$ cat src/videoPkg.sv
package videoPkg;

    // ----------------------------------------------------------------------
    // Widths
    // ----------------------------------------------------------------------

    // Raster counters and drawing coordinates
    localparam int CoordWidth = 11;

    // One packed 4:4:4 RGB value, red in the top nibble
    localparam int ColorWidth = 12;

    // ----------------------------------------------------------------------
    // APB register map, byte offsets
    // ----------------------------------------------------------------------

    localparam logic [3:0] AddrCtrl    = 4'd0;
    localparam logic [3:0] AddrPattern = 4'd4;
    localparam logic [3:0] AddrStatus  = 4'd8;

    // ----------------------------------------------------------------------
    // Pattern modes
    // ----------------------------------------------------------------------

    // Code 3 is not defined and falls back to solid
    localparam logic [1:0] PatSolid   = 2'd0;
    localparam logic [1:0] PatBars    = 2'd1;
    localparam logic [1:0] PatChecker = 2'd2;

    // Pattern register word
    // Mode sits in bits 1:0 in both views and picks the decode
    typedef union packed {
        // Single flat colour
        struct packed {
            logic [ColorWidth-1:0] color;
            logic [17:0]           pad;
            logic [1:0]            mode;
        } solid;
        // Two colours, used by both bars and checker
        struct packed {
            logic [2:0]            spare;
            logic [ColorWidth-1:0] colorB;
            logic [ColorWidth-1:0] colorA;
            logic [2:0]            widthShift;
            logic [1:0]            mode;
        } bars;
    } PatternWord;

endpackage

$ cat src/patternStage.sv
`timescale 1ns/1ps

module patternStage
(
    input  logic                            Reset,
    input  logic                            Clk,

    // Raster state, current cycle
    input  logic [videoPkg::CoordWidth-1:0] hCount,
    input  logic [videoPkg::CoordWidth-1:0] vCount,
    input  logic                            hSyncRaw,
    input  logic                            vSyncRaw,
    input  logic                            displayRaw,

    // Register settings
    input  logic                            enable,
    input  videoPkg::PatternWord            pattern,

    // Video out, one cycle behind the counters
    output logic [videoPkg::CoordWidth-1:0] drawX,
    output logic [videoPkg::CoordWidth-1:0] drawY,
    output logic                            hSync,
    output logic                            vSync,
    output logic                            blank,
    output logic [3:0]                      red,
    output logic [3:0]                      green,
    output logic [3:0]                      blue
);

    // Column and row bit picked by the width shift
    logic                            hBit;
    logic                            vBit;
    // High selects colourB
    logic                            pickB;
    logic [videoPkg::ColorWidth-1:0] colorNext;
    logic [videoPkg::ColorWidth-1:0] colorReg;

    // ----------------------------------------------------------------------
    // Colour decode
    // ----------------------------------------------------------------------

    // Stripe width is 2**widthShift pixels
    assign hBit = hCount[pattern.bars.widthShift];
    assign vBit = vCount[pattern.bars.widthShift];

    always_comb
    begin
        pickB     = 1'b0;
        colorNext = pattern.solid.color;
        case (pattern.bars.mode)
            videoPkg::PatBars:
            begin
                pickB     = hBit;
                colorNext = pickB ? pattern.bars.colorB : pattern.bars.colorA;
            end
            videoPkg::PatChecker:
            begin
                pickB     = hBit ^ vBit;
                colorNext = pickB ? pattern.bars.colorB : pattern.bars.colorA;
            end
            // Solid and the spare code
            default:
                colorNext = pattern.solid.color;
        endcase

        // Black when off or outside the drawing area
        if (!enable || !displayRaw)
            colorNext = '0;
    end

    // ----------------------------------------------------------------------
    // Output stage
    // ----------------------------------------------------------------------

    // Colour, syncs and coordinates move together so they always agree
    always_ff @(posedge Reset or posedge Clk)
    begin
        if (Clk)
        begin
            drawX    <= '0;
            drawY    <= '0;
            hSync    <= 1'b0;
            vSync    <= 1'b0;
            blank    <= 1'b0;
            colorReg <= '0;
        end
        else
        begin
            drawX    <= hCount;
            drawY    <= vCount;
            hSync    <= hSyncRaw;
            vSync    <= vSyncRaw;
            blank    <= displayRaw;
            colorReg <= colorNext;
        end
    end

    // 4:4:4 split
    assign red   = colorReg[11:8];
    assign green = colorReg[7:4];
    assign blue  = colorReg[3:0];

endmodule

$ cat src/videoCtrl.sv
`timescale 1ns/1ps

module videoCtrl
(
    input  logic                Reset,
    input  logic                Clk,

    // APB slave
    input  logic                pSel,
    input  logic                pEnable,
    input  logic                pWrite,
    input  logic [3:0]          pAddr,
    input  logic [31:0]         pWData,
    output logic [31:0]         pRData,
    output logic                pReady,
    output logic                pSlvErr,

    // From the raster counters
    input  logic                frameStart,

    // To the pattern stage
    output logic                enable,
    output videoPkg::PatternWord pattern
);

    // Access phase of a transfer
    logic        access;
    // Offset hits one of the three registers
    logic        addrValid;
    // Write that actually updates a register
    logic        writeOk;
    // Frames seen since reset, wraps
    logic [15:0] frameCount;
    // Read mux before the pSel gate
    logic [31:0] readData;

    // ----------------------------------------------------------------------
    // Phase and address decode
    // ----------------------------------------------------------------------

    assign access = pSel && pEnable;

    always_comb
    begin
        case (pAddr)
            videoPkg::AddrCtrl,
            videoPkg::AddrPattern,
            videoPkg::AddrStatus:
                addrValid = 1'b1;
            default:
                addrValid = 1'b0;
        endcase
    end

    // Never stalls
    assign pReady = 1'b1;

    // Unknown offset, or an attempt to write read-only STATUS
    assign pSlvErr = access &&
                     (!addrValid || (pWrite && (pAddr == videoPkg::AddrStatus)));

    assign writeOk = access && pWrite && !pSlvErr;

    // ----------------------------------------------------------------------
    // Registers
    // ----------------------------------------------------------------------

    always_ff @(posedge Reset or posedge Clk)
    begin
        if (Clk)
        begin
            enable     <= 1'b0;
            pattern    <= '0;
            frameCount <= '0;
        end
        else
        begin
            // Count every frame start, enabled or not
            if (frameStart)
                frameCount <= frameCount + 1'b1;

            // Write lands at the end of the access cycle
            if (writeOk)
            begin
                case (pAddr)
                    videoPkg::AddrCtrl:
                        enable <= pWData[0];
                    videoPkg::AddrPattern:
                        pattern <= pWData;
                    default:
                        ;
                endcase
            end
        end
    end

    // ----------------------------------------------------------------------
    // Read data
    // ----------------------------------------------------------------------

    always_comb
    begin
        case (pAddr)
            videoPkg::AddrCtrl:
                readData = {31'b0, enable};
            videoPkg::AddrPattern:
                readData = pattern;
            // Bit 16 mirrors enable, low half is the frame count
            videoPkg::AddrStatus:
                readData = {15'b0, enable, frameCount};
            default:
                readData = '0;
        endcase
    end

    // Zero outside reads
    assign pRData = (pSel && !pWrite) ? readData : '0;

endmodule

$ cat src/videoTiming.sv
`timescale 1ns/1ps

module videoTiming
#(
    parameter logic [videoPkg::CoordWidth-1:0] HActive    = 11'd1280,
    parameter logic [videoPkg::CoordWidth-1:0] HSyncStart = 11'd1328,
    parameter logic [videoPkg::CoordWidth-1:0] HSyncEnd   = 11'd1440,
    parameter logic [videoPkg::CoordWidth-1:0] HTotal     = 11'd1687,
    parameter logic [videoPkg::CoordWidth-1:0] VActive    = 11'd1024,
    parameter logic [videoPkg::CoordWidth-1:0] VSyncStart = 11'd1025,
    parameter logic [videoPkg::CoordWidth-1:0] VSyncEnd   = 11'd1028,
    parameter logic [videoPkg::CoordWidth-1:0] VTotal     = 11'd1065
)
(
    input  logic                            Reset,
    input  logic                            Clk,
    output logic [videoPkg::CoordWidth-1:0] hCount,
    output logic [videoPkg::CoordWidth-1:0] vCount,
    output logic                            hSyncRaw,
    output logic                            vSyncRaw,
    output logic                            displayRaw,
    output logic                            frameStart
);

    // Counter values after the coming edge
    logic [videoPkg::CoordWidth-1:0] hNext;
    logic [videoPkg::CoordWidth-1:0] vNext;
    logic                            lineEnd;

    // ----------------------------------------------------------------------
    // Next count
    // ----------------------------------------------------------------------

    assign lineEnd = (hCount == HTotal);

    always_comb
    begin
        // Pixel counter wraps after the last count
        if (lineEnd)
            hNext = '0;
        else
            hNext = hCount + 1'b1;

        // Line counter only moves on a pixel wrap
        if (!lineEnd)
            vNext = vCount;
        else if (vCount == VTotal)
            vNext = '0;
        else
            vNext = vCount + 1'b1;
    end

    // ----------------------------------------------------------------------
    // Counters and syncs
    // ----------------------------------------------------------------------

    always_ff @(posedge Reset or posedge Clk)
    begin
        if (Clk)
        begin
            hCount   <= '0;
            vCount   <= '0;
            // Syncs come out of reset low
            hSyncRaw <= 1'b0;
            vSyncRaw <= 1'b0;
        end
        else
        begin
            hCount   <= hNext;
            vCount   <= vNext;
            // Decoded from the next count so they line up with the counters
            hSyncRaw <= !((hNext >= HSyncStart) && (hNext < HSyncEnd));
            vSyncRaw <= !((vNext >= VSyncStart) && (vNext < VSyncEnd));
        end
    end

    // High inside the drawing area of the current counts
    assign displayRaw = (hCount < HActive) && (vCount < VActive);

    // First pixel of a frame
    assign frameStart = (hCount == '0) && (vCount == '0);

endmodule

$ cat src/videoTop.sv
`timescale 1ns/1ps

module videoTop
#(
    // Default raster is 1280x1024
    parameter logic [videoPkg::CoordWidth-1:0] HActive    = 11'd1280,
    parameter logic [videoPkg::CoordWidth-1:0] HSyncStart = 11'd1328,
    parameter logic [videoPkg::CoordWidth-1:0] HSyncEnd   = 11'd1440,
    parameter logic [videoPkg::CoordWidth-1:0] HTotal     = 11'd1687,
    parameter logic [videoPkg::CoordWidth-1:0] VActive    = 11'd1024,
    parameter logic [videoPkg::CoordWidth-1:0] VSyncStart = 11'd1025,
    parameter logic [videoPkg::CoordWidth-1:0] VSyncEnd   = 11'd1028,
    parameter logic [videoPkg::CoordWidth-1:0] VTotal     = 11'd1065
)
(
    input  logic                            Reset,
    input  logic                            Clk,

    // APB slave
    input  logic                            pSel,
    input  logic                            pEnable,
    input  logic                            pWrite,
    input  logic [3:0]                      pAddr,
    input  logic [31:0]                     pWData,
    output logic [31:0]                     pRData,
    output logic                            pReady,
    output logic                            pSlvErr,

    // Video
    output logic                            hSync,
    output logic                            vSync,
    output logic                            blank,
    output logic [3:0]                      red,
    output logic [3:0]                      green,
    output logic [3:0]                      blue,
    output logic [videoPkg::CoordWidth-1:0] drawX,
    output logic [videoPkg::CoordWidth-1:0] drawY
);

    // ----------------------------------------------------------------------
    // Internal wiring
    // ----------------------------------------------------------------------

    logic [videoPkg::CoordWidth-1:0] hCount;
    logic [videoPkg::CoordWidth-1:0] vCount;
    logic                            hSyncRaw;
    logic                            vSyncRaw;
    logic                            displayRaw;
    logic                            frameStart;
    logic                            enable;
    videoPkg::PatternWord            pattern;

    // Raster counters and syncs
    videoTiming #(
        .HActive    (HActive),
        .HSyncStart (HSyncStart),
        .HSyncEnd   (HSyncEnd),
        .HTotal     (HTotal),
        .VActive    (VActive),
        .VSyncStart (VSyncStart),
        .VSyncEnd   (VSyncEnd),
        .VTotal     (VTotal)
    ) timing (
        .Reset      (Reset),
        .Clk        (Clk),
        .hCount     (hCount),
        .vCount     (vCount),
        .hSyncRaw   (hSyncRaw),
        .vSyncRaw   (vSyncRaw),
        .displayRaw (displayRaw),
        .frameStart (frameStart)
    );

    // Register block
    videoCtrl ctrl (
        .Reset      (Reset),
        .Clk        (Clk),
        .pSel       (pSel),
        .pEnable    (pEnable),
        .pWrite     (pWrite),
        .pAddr      (pAddr),
        .pWData     (pWData),
        .pRData     (pRData),
        .pReady     (pReady),
        .pSlvErr    (pSlvErr),
        .frameStart (frameStart),
        .enable     (enable),
        .pattern    (pattern)
    );

    // Colour and output register
    patternStage pixel (
        .Reset      (Reset),
        .Clk        (Clk),
        .hCount     (hCount),
        .vCount     (vCount),
        .hSyncRaw   (hSyncRaw),
        .vSyncRaw   (vSyncRaw),
        .displayRaw (displayRaw),
        .enable     (enable),
        .pattern    (pattern),
        .drawX      (drawX),
        .drawY      (drawY),
        .hSync      (hSync),
        .vSync      (vSync),
        .blank      (blank),
        .red        (red),
        .green      (green),
        .blue       (blue)
    );

endmodule

$ cat config.mk
export PLATFORM = sky130hd
export DESIGN_NAME = videoTop
export DESIGN_NICKNAME = d
export VERILOG_FILES = /design/src/videoPkg.sv /design/src/patternStage.sv /design/src/videoCtrl.sv /design/src/videoTiming.sv /design/src/videoTop.sv
export SDC_FILE = /design/constraint.sdc
export NUM_CORES = 1
export LEC_CHECK = 0
export BUFFER_PORTS_ARGS = -buffer_cell sky130_fd_sc_hd__buf_2
export CAP_MARGIN = 20
export CORE_MARGIN = 2
export CORE_UTILIZATION = 35
export DETAILED_ROUTE_END_ITERATION = 10
export MAX_ROUTING_LAYER = met4
export PLACE_DENSITY = 0.56
export SLEW_MARGIN = 0
export SYNTH_ARGS = -nofsm -noshare
export SYNTH_HDL_FRONTEND = slang
export SYNTH_SLANG_ARGS = --single-unit
$ cat constraint.sdc
create_clock -name Reset -period 3.6 [get_ports Reset]
set_input_delay 0.54 -clock Reset [delete_from_list [all_inputs] [get_ports Reset]]
set_output_delay 0.54 -clock Reset [all_outputs]
set_load 0.02 [all_outputs]
==> metrics.txt, run 1 <==
status=completed; slew at the pin closest to its max-slew limit=981 ps; Worst-path clk slew=70 ps; Detail Route Antenna Nets=0; net count after synthesis=596; GP Congestion=0.831; Port Buffers=110; met2 wire length=6640 um; Worst R2R End=pixel.colorReg[3]; Post-Synth XOR/XNOR Area=0.0463; Site Rows=46; Post-Synthesis Cells=547; post-cts hold buffer count=0; Starting Density=0.357; total CTS buffers=9; combinational family with the most area after synthesis=simple AND/OR/NAND/NOR gates; Max-Cap Viols=0; number of flops mapped to enable cells by yosys=0; grt total ovfl=0; DRT Pass-1 Iters=4; Seq/Total Area, Yosys=0.487; Synth Area in Adders=0.0177; multiplexer area fraction after synthesis=0.0895; post-DP HPWL=10400 um; Horiz. Die Dim=131 um; most frequently used flop master after synthesis=dfrtp_1; distinct cell type count after synthesis=54; worst-case clock buffer depth=2; Warnings, synthesis=0; WHS=320 ps; Final min period=2860 ps; final clock skew=11.3 ps; Placed Instances=844; RSZ-0062 raised after global routing=no; top cells by count, synth=110 x dfrtp_1, 46 x nor2_1, 40 x nand3_1; TNS Setup=0 ps; final WL=14900 um; Worst R2R Path Depth=5; top cells by area, synth=dfrtp_1 49%, mux2_2 6.6%, nand3_1 3.5%; CP Capture Type=flop; worst skew pair latency=360 ps; Slew headroom=0.343; CTS H-tree depth=3; DR WL/cell=17.3 um; reg2reg start=ctrl.pattern[4]; Leakage=3.18 nW; Async SR Flop Fraction=1.00; Fillers=1561; crit path launch=ctrl.pattern[4]; CTS tree=done; Vias/cell=5.24; largest net degree at the start of global routing=63; R2R Setup Slk=740 ps; post-CTS sizing=0; postcts setup bufs=0; Synth Area in Compound Gates=0.0722; CP Launch Type=flop; final-report max-slew violation count=0; Simple-Gate Fraction of Synth Area=0.249; wl on met1=7200 um; layout cells sized above 1=0.297; TritonCTS Sinks=110; vias=4510; initial antenna violation count=0; Non-Filler Instances=860; gr usage total=0.185; Die Ht=131 um; DRC Markers=0; critical setup path kind=reg -> reg; Req. time, crit path=3830 ps; critical path fanouts, max=25; max frequency=349 MHz; DR iter-0 viols=387; top cell type's share of synthesized area=0.487; die area=17200 um^2; FF+latch count, synth=110; vias in the first global route=4394; Net count, final=688; worst min-delay path class=in -> async; dominant cell type by area after synthesis=dfrtp_1; # IOs=112; Hold Fails Final Rpt=0; worst vdd ir=251 uV; top layer in use=met4; Core Footprint=15800 um^2; setup violators final=0; Root Buffer=clkbuf_16; Inserted Diodes=0; first-pass GRT wire length=23700 um; period utilisation layout=0.795; Syn Area/Cell=10.3 um^2; metal3 WL=713 um; synthesis-to-layout area growth=18.7%; Synth Cell Area=5650 um^2; Critical Path AT=3090 ps; count leader, synth=dfrtp_1; PD cells=426 nW/um^2
-- sequential cells by signal (all words and copies together), names as in the netlist --
signal           flops
timing.hSyncRaw      1
pixel.blank          1
timing.vSyncRaw      1
pixel.drawX         11
ctrl.enable          1
ctrl.frameCount     16
ctrl.pattern        32
timing.vCount       11
pixel.hSync          1
pixel.vSync          1
pixel.drawY         11
timing.hCount       11
pixel.colorReg      12
-- critical path, cell delays in order, from the launching register on --
cell and delay (ps):
dfrtp_1 500, mux4_1 600, mux2_2 470, xnor2_2 840, or2_2 240, nand3_1 80
-- metrics by stage --
step | util | power (W) | worst slack, ps | cell area (um^2)
6_report | 0.423 | 0.00286 | 737 | 6700
5_1_grt | 0.423 | 0.00298 | 575 | 6700
4_1_cts | 0.423 | 0.00288 | 770 | 6700
3_5_place_dp | 0.403 | 0.00178 | 771 | 6370
3_3_place_gp | 0.403 | 0.00177 | 905 | 6370
2_1_floorplan | - | 0.00165 | 158 | 5650
-- layout by cell type (no fill, tap or decap), drive strengths merged, types with 2 or more instances in the layout --
master,instances
inv,12
nor2,46
clkbuf,11
mux2i,4
a22oi,17
o31ai,13
nand2,33
or2,16
xnor2,18
mux4,4
nand4,22
nor3,6
or3,3
o21ai,9
a21oi,2
and3,19
xor2,11
buf,117
mux2,33
nand3,40
a31oi,3
a21o,2
dfrtp,110
and4,5
a21boi,2
ha,8
o31a,3
nand4b,2
and2,21
clkinv,3
nor2b,12
bufinv,2
nor4b,12
nor4,10
-- metal layers --
layer,vias to the layer above,track usage
met3,24,0.0228
met2,127,0.266
met4,0,0.0751
met5,-,-
li1,2141,-
met1,2218,0.265
-- how the worst max path moves through the flow --
stage,slack (ps),cells after the start,end
2_1_floorplan,160,1,ctrl.enable
3_3_place_gp,910,5,pixel.colorReg[0]
3_5_place_dp,770,5,pixel.colorReg[3]
4_1_cts,770,5,pixel.colorReg[3]
5_1_grt,580,5,pixel.colorReg[11]
6_report,740,5,pixel.colorReg[3]
-- cells by family (layout without fill, tap and decap cells) --
kind of cell    after synthesis  in the layout
flops                       110            110
compound gates               57             57
xor+xnor                     29             29
simple gates                253            253
other cells                   1              1
buf+inv                      48            145
mux                          41             41
fa+ha+maj                     8              8
-- where the power goes --
part	total, W	switching, W	internal, W
registers	0.00139	0.0000879	0.00130
clock network	0.00110	0.000465	0.000631
logic	0.000371	0.000225	0.000147
-- cell type report --
type                            instances  area [um^2]  area share
Sequential cell                       110         2750       0.411
Multi-Input combinational cell        389         2690       0.401
Timing Repair Buffer                  117          616      0.0919
Tap cell                              216          270      0.0403
Clock buffer                           11          243      0.0362
Clock inverter                          5         82.6      0.0123
Inverter                               12         47.5     0.00710
(Power assumes the default switching activity.)
==> inputs of run 2 (changes only) <==
--- a/config.mk
+++ b/config.mk
@@ -11,7 +11,7 @@
 export CORE_UTILIZATION = 35
 export DETAILED_ROUTE_END_ITERATION = 10
 export MAX_ROUTING_LAYER = met4
-export PLACE_DENSITY = 0.56
+export PLACE_DENSITY = 0.54
 export SLEW_MARGIN = 0
 export SYNTH_ARGS = -nofsm -noshare
 export SYNTH_HDL_FRONTEND = slang
==> constraint.sdc (replaced) <==
create_clock -name Reset -period 2.76 [get_ports Reset]
set_input_delay 0.414 -clock Reset [delete_from_list [all_inputs] [get_ports Reset]]
set_output_delay 0.414 -clock Reset [all_outputs]
set_load 0.02 [all_outputs]
==> run 2 against run 1 <==
Effect of this change: maximum frequency grew 15%; wire length shrank 0.45%; global-route usage shrank 0.51 points; hold slack lost 180 ps; utilization grew 0.055 points; cell count grew 0.58%; power grew 26%; clock power grew 16%; critical path type unchanged; critical endpoint is now timing.vSyncRaw.
==> metrics.txt, run 2 (synthesis gave the netlist of run 1 again) <==
final WL=14800 um (-0.45%); worst vdd ir=327 uV (+30%); die area=17200 um^2 (unchanged); Net count, final=695 (+1.0%); most frequent cells in the layout=110 x dfrtp_1, 110 x buf_2, 46 x nor2_1; CP Launch Type=flop; Worst Path Buf+Inv=0 (unchanged); Final min period=2480 ps (-380 ps); GP Congestion=0.809 (-2.6%); CTS H-tree depth=3 (unchanged); Final Total Pwr=0.00360 W (+26%); TNS Setup=0 ps (unchanged); Core Footprint=15800 um^2 (unchanged); CTS tree=done; final clock skew=2.59 ps (-8.69 ps); # IOs=112 (unchanged); max frequency=403 MHz (+15%); setup violators final=0 (unchanged); postcts setup bufs=0 (unchanged); vias in the first global route=4285 (-2.5%); CP Cell Sequence=or4_4 > or3_4 > o31a_2 > nor4_2 > nand4_1; RSZ-0062 raised after global routing=no; Max-Cap Viols=0 (unchanged); biggest regs=ctrl.pattern: 32 flops, ctrl.frameCount: 16 flops, pixel.colorReg: 12 flops; Critical Path AT=2710 ps (-380 ps); initial antenna violation count=1 (+1); worst-case clock buffer depth=2 (unchanged); Site Rows=46 (unchanged); layout cells sized above 1=0.301 (+0.00434); Vias/cell=5.20 (-0.91%); Req. time, crit path=2990 ps (-840 ps); Slew headroom=0.477 (+0.134); Largest stage delay, worst path=590 ps (-250 ps); final-report max-slew violation count=0 (unchanged); critical path fanouts, max=12 (-52%); critical setup path kind=reg -> reg; Worst-path clk slew=70 ps (about the same); DR WL/cell=17.1 um (-1.0%); synthesis-to-layout area growth=18.8%; Leakage=3.19 nW (+0.21%); Root Buffer=clkbuf_16; Horiz. Die Dim=131 um (unchanged); TritonCTS Sinks=110 (unchanged); worst skew pair latency=350 ps (about the same); DRT Pass-1 Iters=4 (unchanged); Die Ht=131 um (unchanged); Detail Route Antenna Nets=0 (unchanged); Starting Density=0.357 (unchanged); Hold Fails Final Rpt=0 (unchanged); grt total ovfl=0 (unchanged); first-pass GRT wire length=22900 um (-3.4%); most flop-heavy register=ctrl.pattern; post-CTS sizing=0 (unchanged); CP delay by family, top=simple AND/OR/NAND/NOR gates; DR iter-0 viols=269 (-30%); gr usage total=0.180 (-0.00511); PD cells=536 nW/um^2 (+26%); DRC Markers=0 (unchanged); post-cts hold buffer count=0 (unchanged); largest net degree at the start of global routing=75 (+19%); Port Buffers=110 (unchanged); max reg flops=32 (unchanged); CP Capture Type=flop; period utilisation layout=0.899 (+0.104); Crit-path slowest cell=or4_4; vias=4495 (-0.33%); worst min-delay path class=in -> async; total CTS buffers=9 (unchanged); post-DP HPWL=10600 um (+1.3%); status=completed; slew at the pin closest to its max-slew limit=785 ps (-196 ps)
## run 2: changes by cell type in the layout (fill, tap and decap cells not counted), sizes merged
cell	change
buf	+7
bufinv	-1
clkinv	-2
clkinvlp	+1
diode	+1
inv	-1
## run 2: routing by layer
metal	up-vias	global-route usage	share of wire
li1	2153	-	-
met1	2212	0.256	0.48
met2	114	0.264	0.45
met3	16	0.0265	0.051
met4	0	0.0632	0.017
met5	-	-	0
## run 2: stage by stage
step	hold WS [ps]	util	setup WS [ps]	area [um^2]	instances
final	141	0.424	278	6710	865
after global routing	190	0.424	108	6710	865
after CTS	158	0.424	300	6710	864
after detailed placement	361	0.406	299	6430	851
after global placement	341	0.406	346	6430	851
after floorplan	331	-	465	5650	547
## run 2: path summary, 6_finish.rpt
kind	start	endpoint	cells past startpoint	slack (ps)
setup / recovery	timing.hCount[5]	timing.vSyncRaw	5	280
min in group Reset	pWData[1]	ctrl.pattern[1]	3	270
hold / removal	Clk	ctrl.pattern[31]	2	140
hold reg to reg	timing.hSyncRaw	pixel.hSync	0	370
max in group asynchronous	Clk	timing.vCount[8]	3	1830
setup reg to reg	timing.hCount[5]	timing.vSyncRaw	5	280
## run 2: cell type report
| cell class | instances | area [um^2] |
|---|---|---|
| antenna | 1 | 2.50 |
| clock buffer | 11 | 243 |
| sequential | 110 | 2750 |
| fill | 1551 | 9120 |
| clock inverter | 2 | 35.0 |
| multi-input combinational | 389 | 2690 |
| inverter | 12 | 48.8 |
| timing repair buffer | 124 | 668 |
| tap | 216 | 270 |
## run 2: report_power, final
| part | switching (W) | internal, W |
|---|---|---|
| Combinational | 0.000295 | 0.000205 |
| Clock | 0.000570 | 0.000713 |
| Sequential | 0.000115 | 0.00170 |
==> inputs of run 3 (changes only) <==
--- a/config.mk
+++ b/config.mk
@@ -8,10 +8,10 @@
 export BUFFER_PORTS_ARGS = -buffer_cell sky130_fd_sc_hd__buf_2
 export CAP_MARGIN = 20
 export CORE_MARGIN = 2
-export CORE_UTILIZATION = 35
+export CORE_UTILIZATION = 53
 export DETAILED_ROUTE_END_ITERATION = 10
 export MAX_ROUTING_LAYER = met4
-export PLACE_DENSITY = 0.54
+export PLACE_DENSITY = 0.76
 export SLEW_MARGIN = 0
 export SYNTH_ARGS = -nofsm -noshare
 export SYNTH_HDL_FRONTEND = slang
==> run 3 against run 2 <==
Effect of this change: via count is 2.2% higher; first-iteration DRC count down 13%; clock-buffer cell count unchanged.
==> metrics.txt, run 3 (synthesis gave the netlist of run 1 again) <==
Req. time, crit path=3010 ps (+20 ps); Vias/cell=5.85 (+13%); period utilisation layout=0.914 (+0.0142); Net count, final=693 (-0.29%); post-CTS sizing=0 (unchanged); Crit-path slowest cell=or4_4; Max-Cap Viols=0 (unchanged); crit path setup slack, layout=238 ps (-39.1 ps); worst vdd ir=297 uV (-9.0%); final-report max-slew violation count=0 (unchanged); RSZ-0062 raised after global routing=no; Site Rows=37 (-20%); post-DP HPWL=9680 um (-8.3%); setup violators final=0 (unchanged); Detail Route Antenna Nets=0 (unchanged); CP delay by family, top=simple AND/OR/NAND/NOR gates; Largest stage delay, worst path=590 ps (about the same); DRT Pass-1 Iters=5 (+1); layout cells sized above 1=0.302 (+0.00108); GP Congestion=0.876 (+8.3%); CTS H-tree depth=3 (unchanged); Finished Core Util=0.631 (+0.207); vias=4595 (+2.2%); Horiz. Die Dim=107 um (-18%); synthesis-to-layout area growth=15.4%; DRC Markers=0 (unchanged); critical setup path kind=reg -> reg; CP Launch Type=flop; final clock skew=11.8 ps (+9.25 ps); die area=11500 um^2 (-33%); gr usage total=0.256 (+0.0759); Worst Path Buf+Inv=0 (unchanged); reg2reg start=timing.hCount[5]; Starting Density=0.547 (+0.190); Gate power share=0.148 (+0.009); DR WL/cell=17.5 um (+2.0%); worst skew pair latency=380 ps (+30 ps); Final min period=2520 ps (+39.1 ps); PD cells=505 nW/um^2 (-5.7%); critical path fanouts, max=12 (unchanged); Hold Fails Final Rpt=0 (unchanged); status=completed; sw power=0.000952 W (-2.9%); largest net degree at the start of global routing=69 (-8.0%); Seq pwr share=0.548 (+0.044); pre-CTS worst setup slack=226 ps (-72.4 ps); DR iter-0 viols=233 (-13%); worst min-delay path class=in -> async; Critical Path AT=2770 ps (+60 ps); vias in the first global route=4415 (+3.0%); Inserted Diodes=0 (-1); max frequency=397 MHz (-1.6%); cell internal pwr=0.00234 W (-11%); Leakage=3.14 nW (-1.6%); worst-case clock buffer depth=2 (unchanged); slew at the pin closest to its max-slew limit=810 ps (+25.0 ps); Root Buffer=clkbuf_8; TritonCTS Sinks=110 (unchanged); CP Capture Type=flop; final WL=13700 um (-7.5%); total CTS buffers=9 (unchanged); first-pass GRT wire length=22300 um (-2.7%); most flop-heavy register=ctrl.pattern; Sw Ratio=0.289 (+0.0166); Port Buffers=110 (unchanged); post-cts hold buffer count=0 (unchanged); initial antenna violation count=0 (-1); most frequent cells in the layout=110 x dfrtp_1, 110 x buf_2, 46 x nor2_1; TNS Setup=0 ps (unchanged); postcts setup bufs=0 (unchanged); CP Cell Sequence=or4_4 > or3_4 > o31a_2 > nor4_2 > nand4_1; Worst-path clk slew=100 ps (+30 ps); Core Footprint=10300 um^2 (-35%); Clock power frac=0.304 (-0.053); max reg flops=32 (unchanged); crit path launch=timing.hCount[5]; CTS tree=done; Die Ht=107 um (-18%); Slew headroom=0.460 (-0.0167); biggest regs=ctrl.pattern: 32 flops, ctrl.frameCount: 16 flops, pixel.colorReg: 12 flops; grt total ovfl=0 (unchanged); # IOs=112 (unchanged)
run 3: metal layers:
metal  share of wire  vias to the layer above  track usage
met5               0                        -            -
met4           0.014                        0       0.0853
met3           0.064                       16       0.0438
met2            0.48                      161        0.390
met1            0.44                     2274        0.351
li1                -                     2144            -
run 3: power by group through the flow:
stage,logic [W],registers (W),clock network (W)
after floorplan,0.000340,0.00181,0
after global placement,0.000468,0.00183,0
after detailed placement,0.000484,0.00183,0
after CTS,0.000486,0.00180,0.00102
after global routing,0.000537,0.00182,0.00108
final,0.000487,0.00180,0.00100
run 3: final cells by class:
class | count | area, um^2
Inverter | 12 | 48.8
Clock buffer | 11 | 141
Multi-Input combinational cell | 389 | 2690
Timing Repair Buffer | 122 | 653
Clock inverter | 5 | 58.8
Sequential cell | 110 | 2750
Fill cell | 858 | 3810
Tap cell | 136 | 170
run 3: final timing paths:
kind,end,slack [ps],cells after the start
max,timing.vSyncRaw,240,5
min,ctrl.pattern[30],130,2
max reg2reg,timing.vSyncRaw,240,5
min reg2reg,pixel.hSync,360,0
max in group asynchronous,pixel.drawY[6],1830,3
min in group Reset,ctrl.pattern[29],250,2
run 3: worst register-to-register path: stages (launching register included):
cell and delay (ps):
dfrtp_1 520, or4_4 590, or3_4 480, o31a_2 390
nor4_2 280, nand4_1 130
run 3: through the flow:
stage               total power, W  cell area [um^2]  hold slack (ps)  std cells
floorplan                  0.00215              5650              331        547
global placement           0.00230              6310              338        769
detailed placement         0.00232              6310              339        769
CTS                        0.00330              6510              133        785
global route               0.00344              6510              171        785
finish                     0.00329              6510              128        785
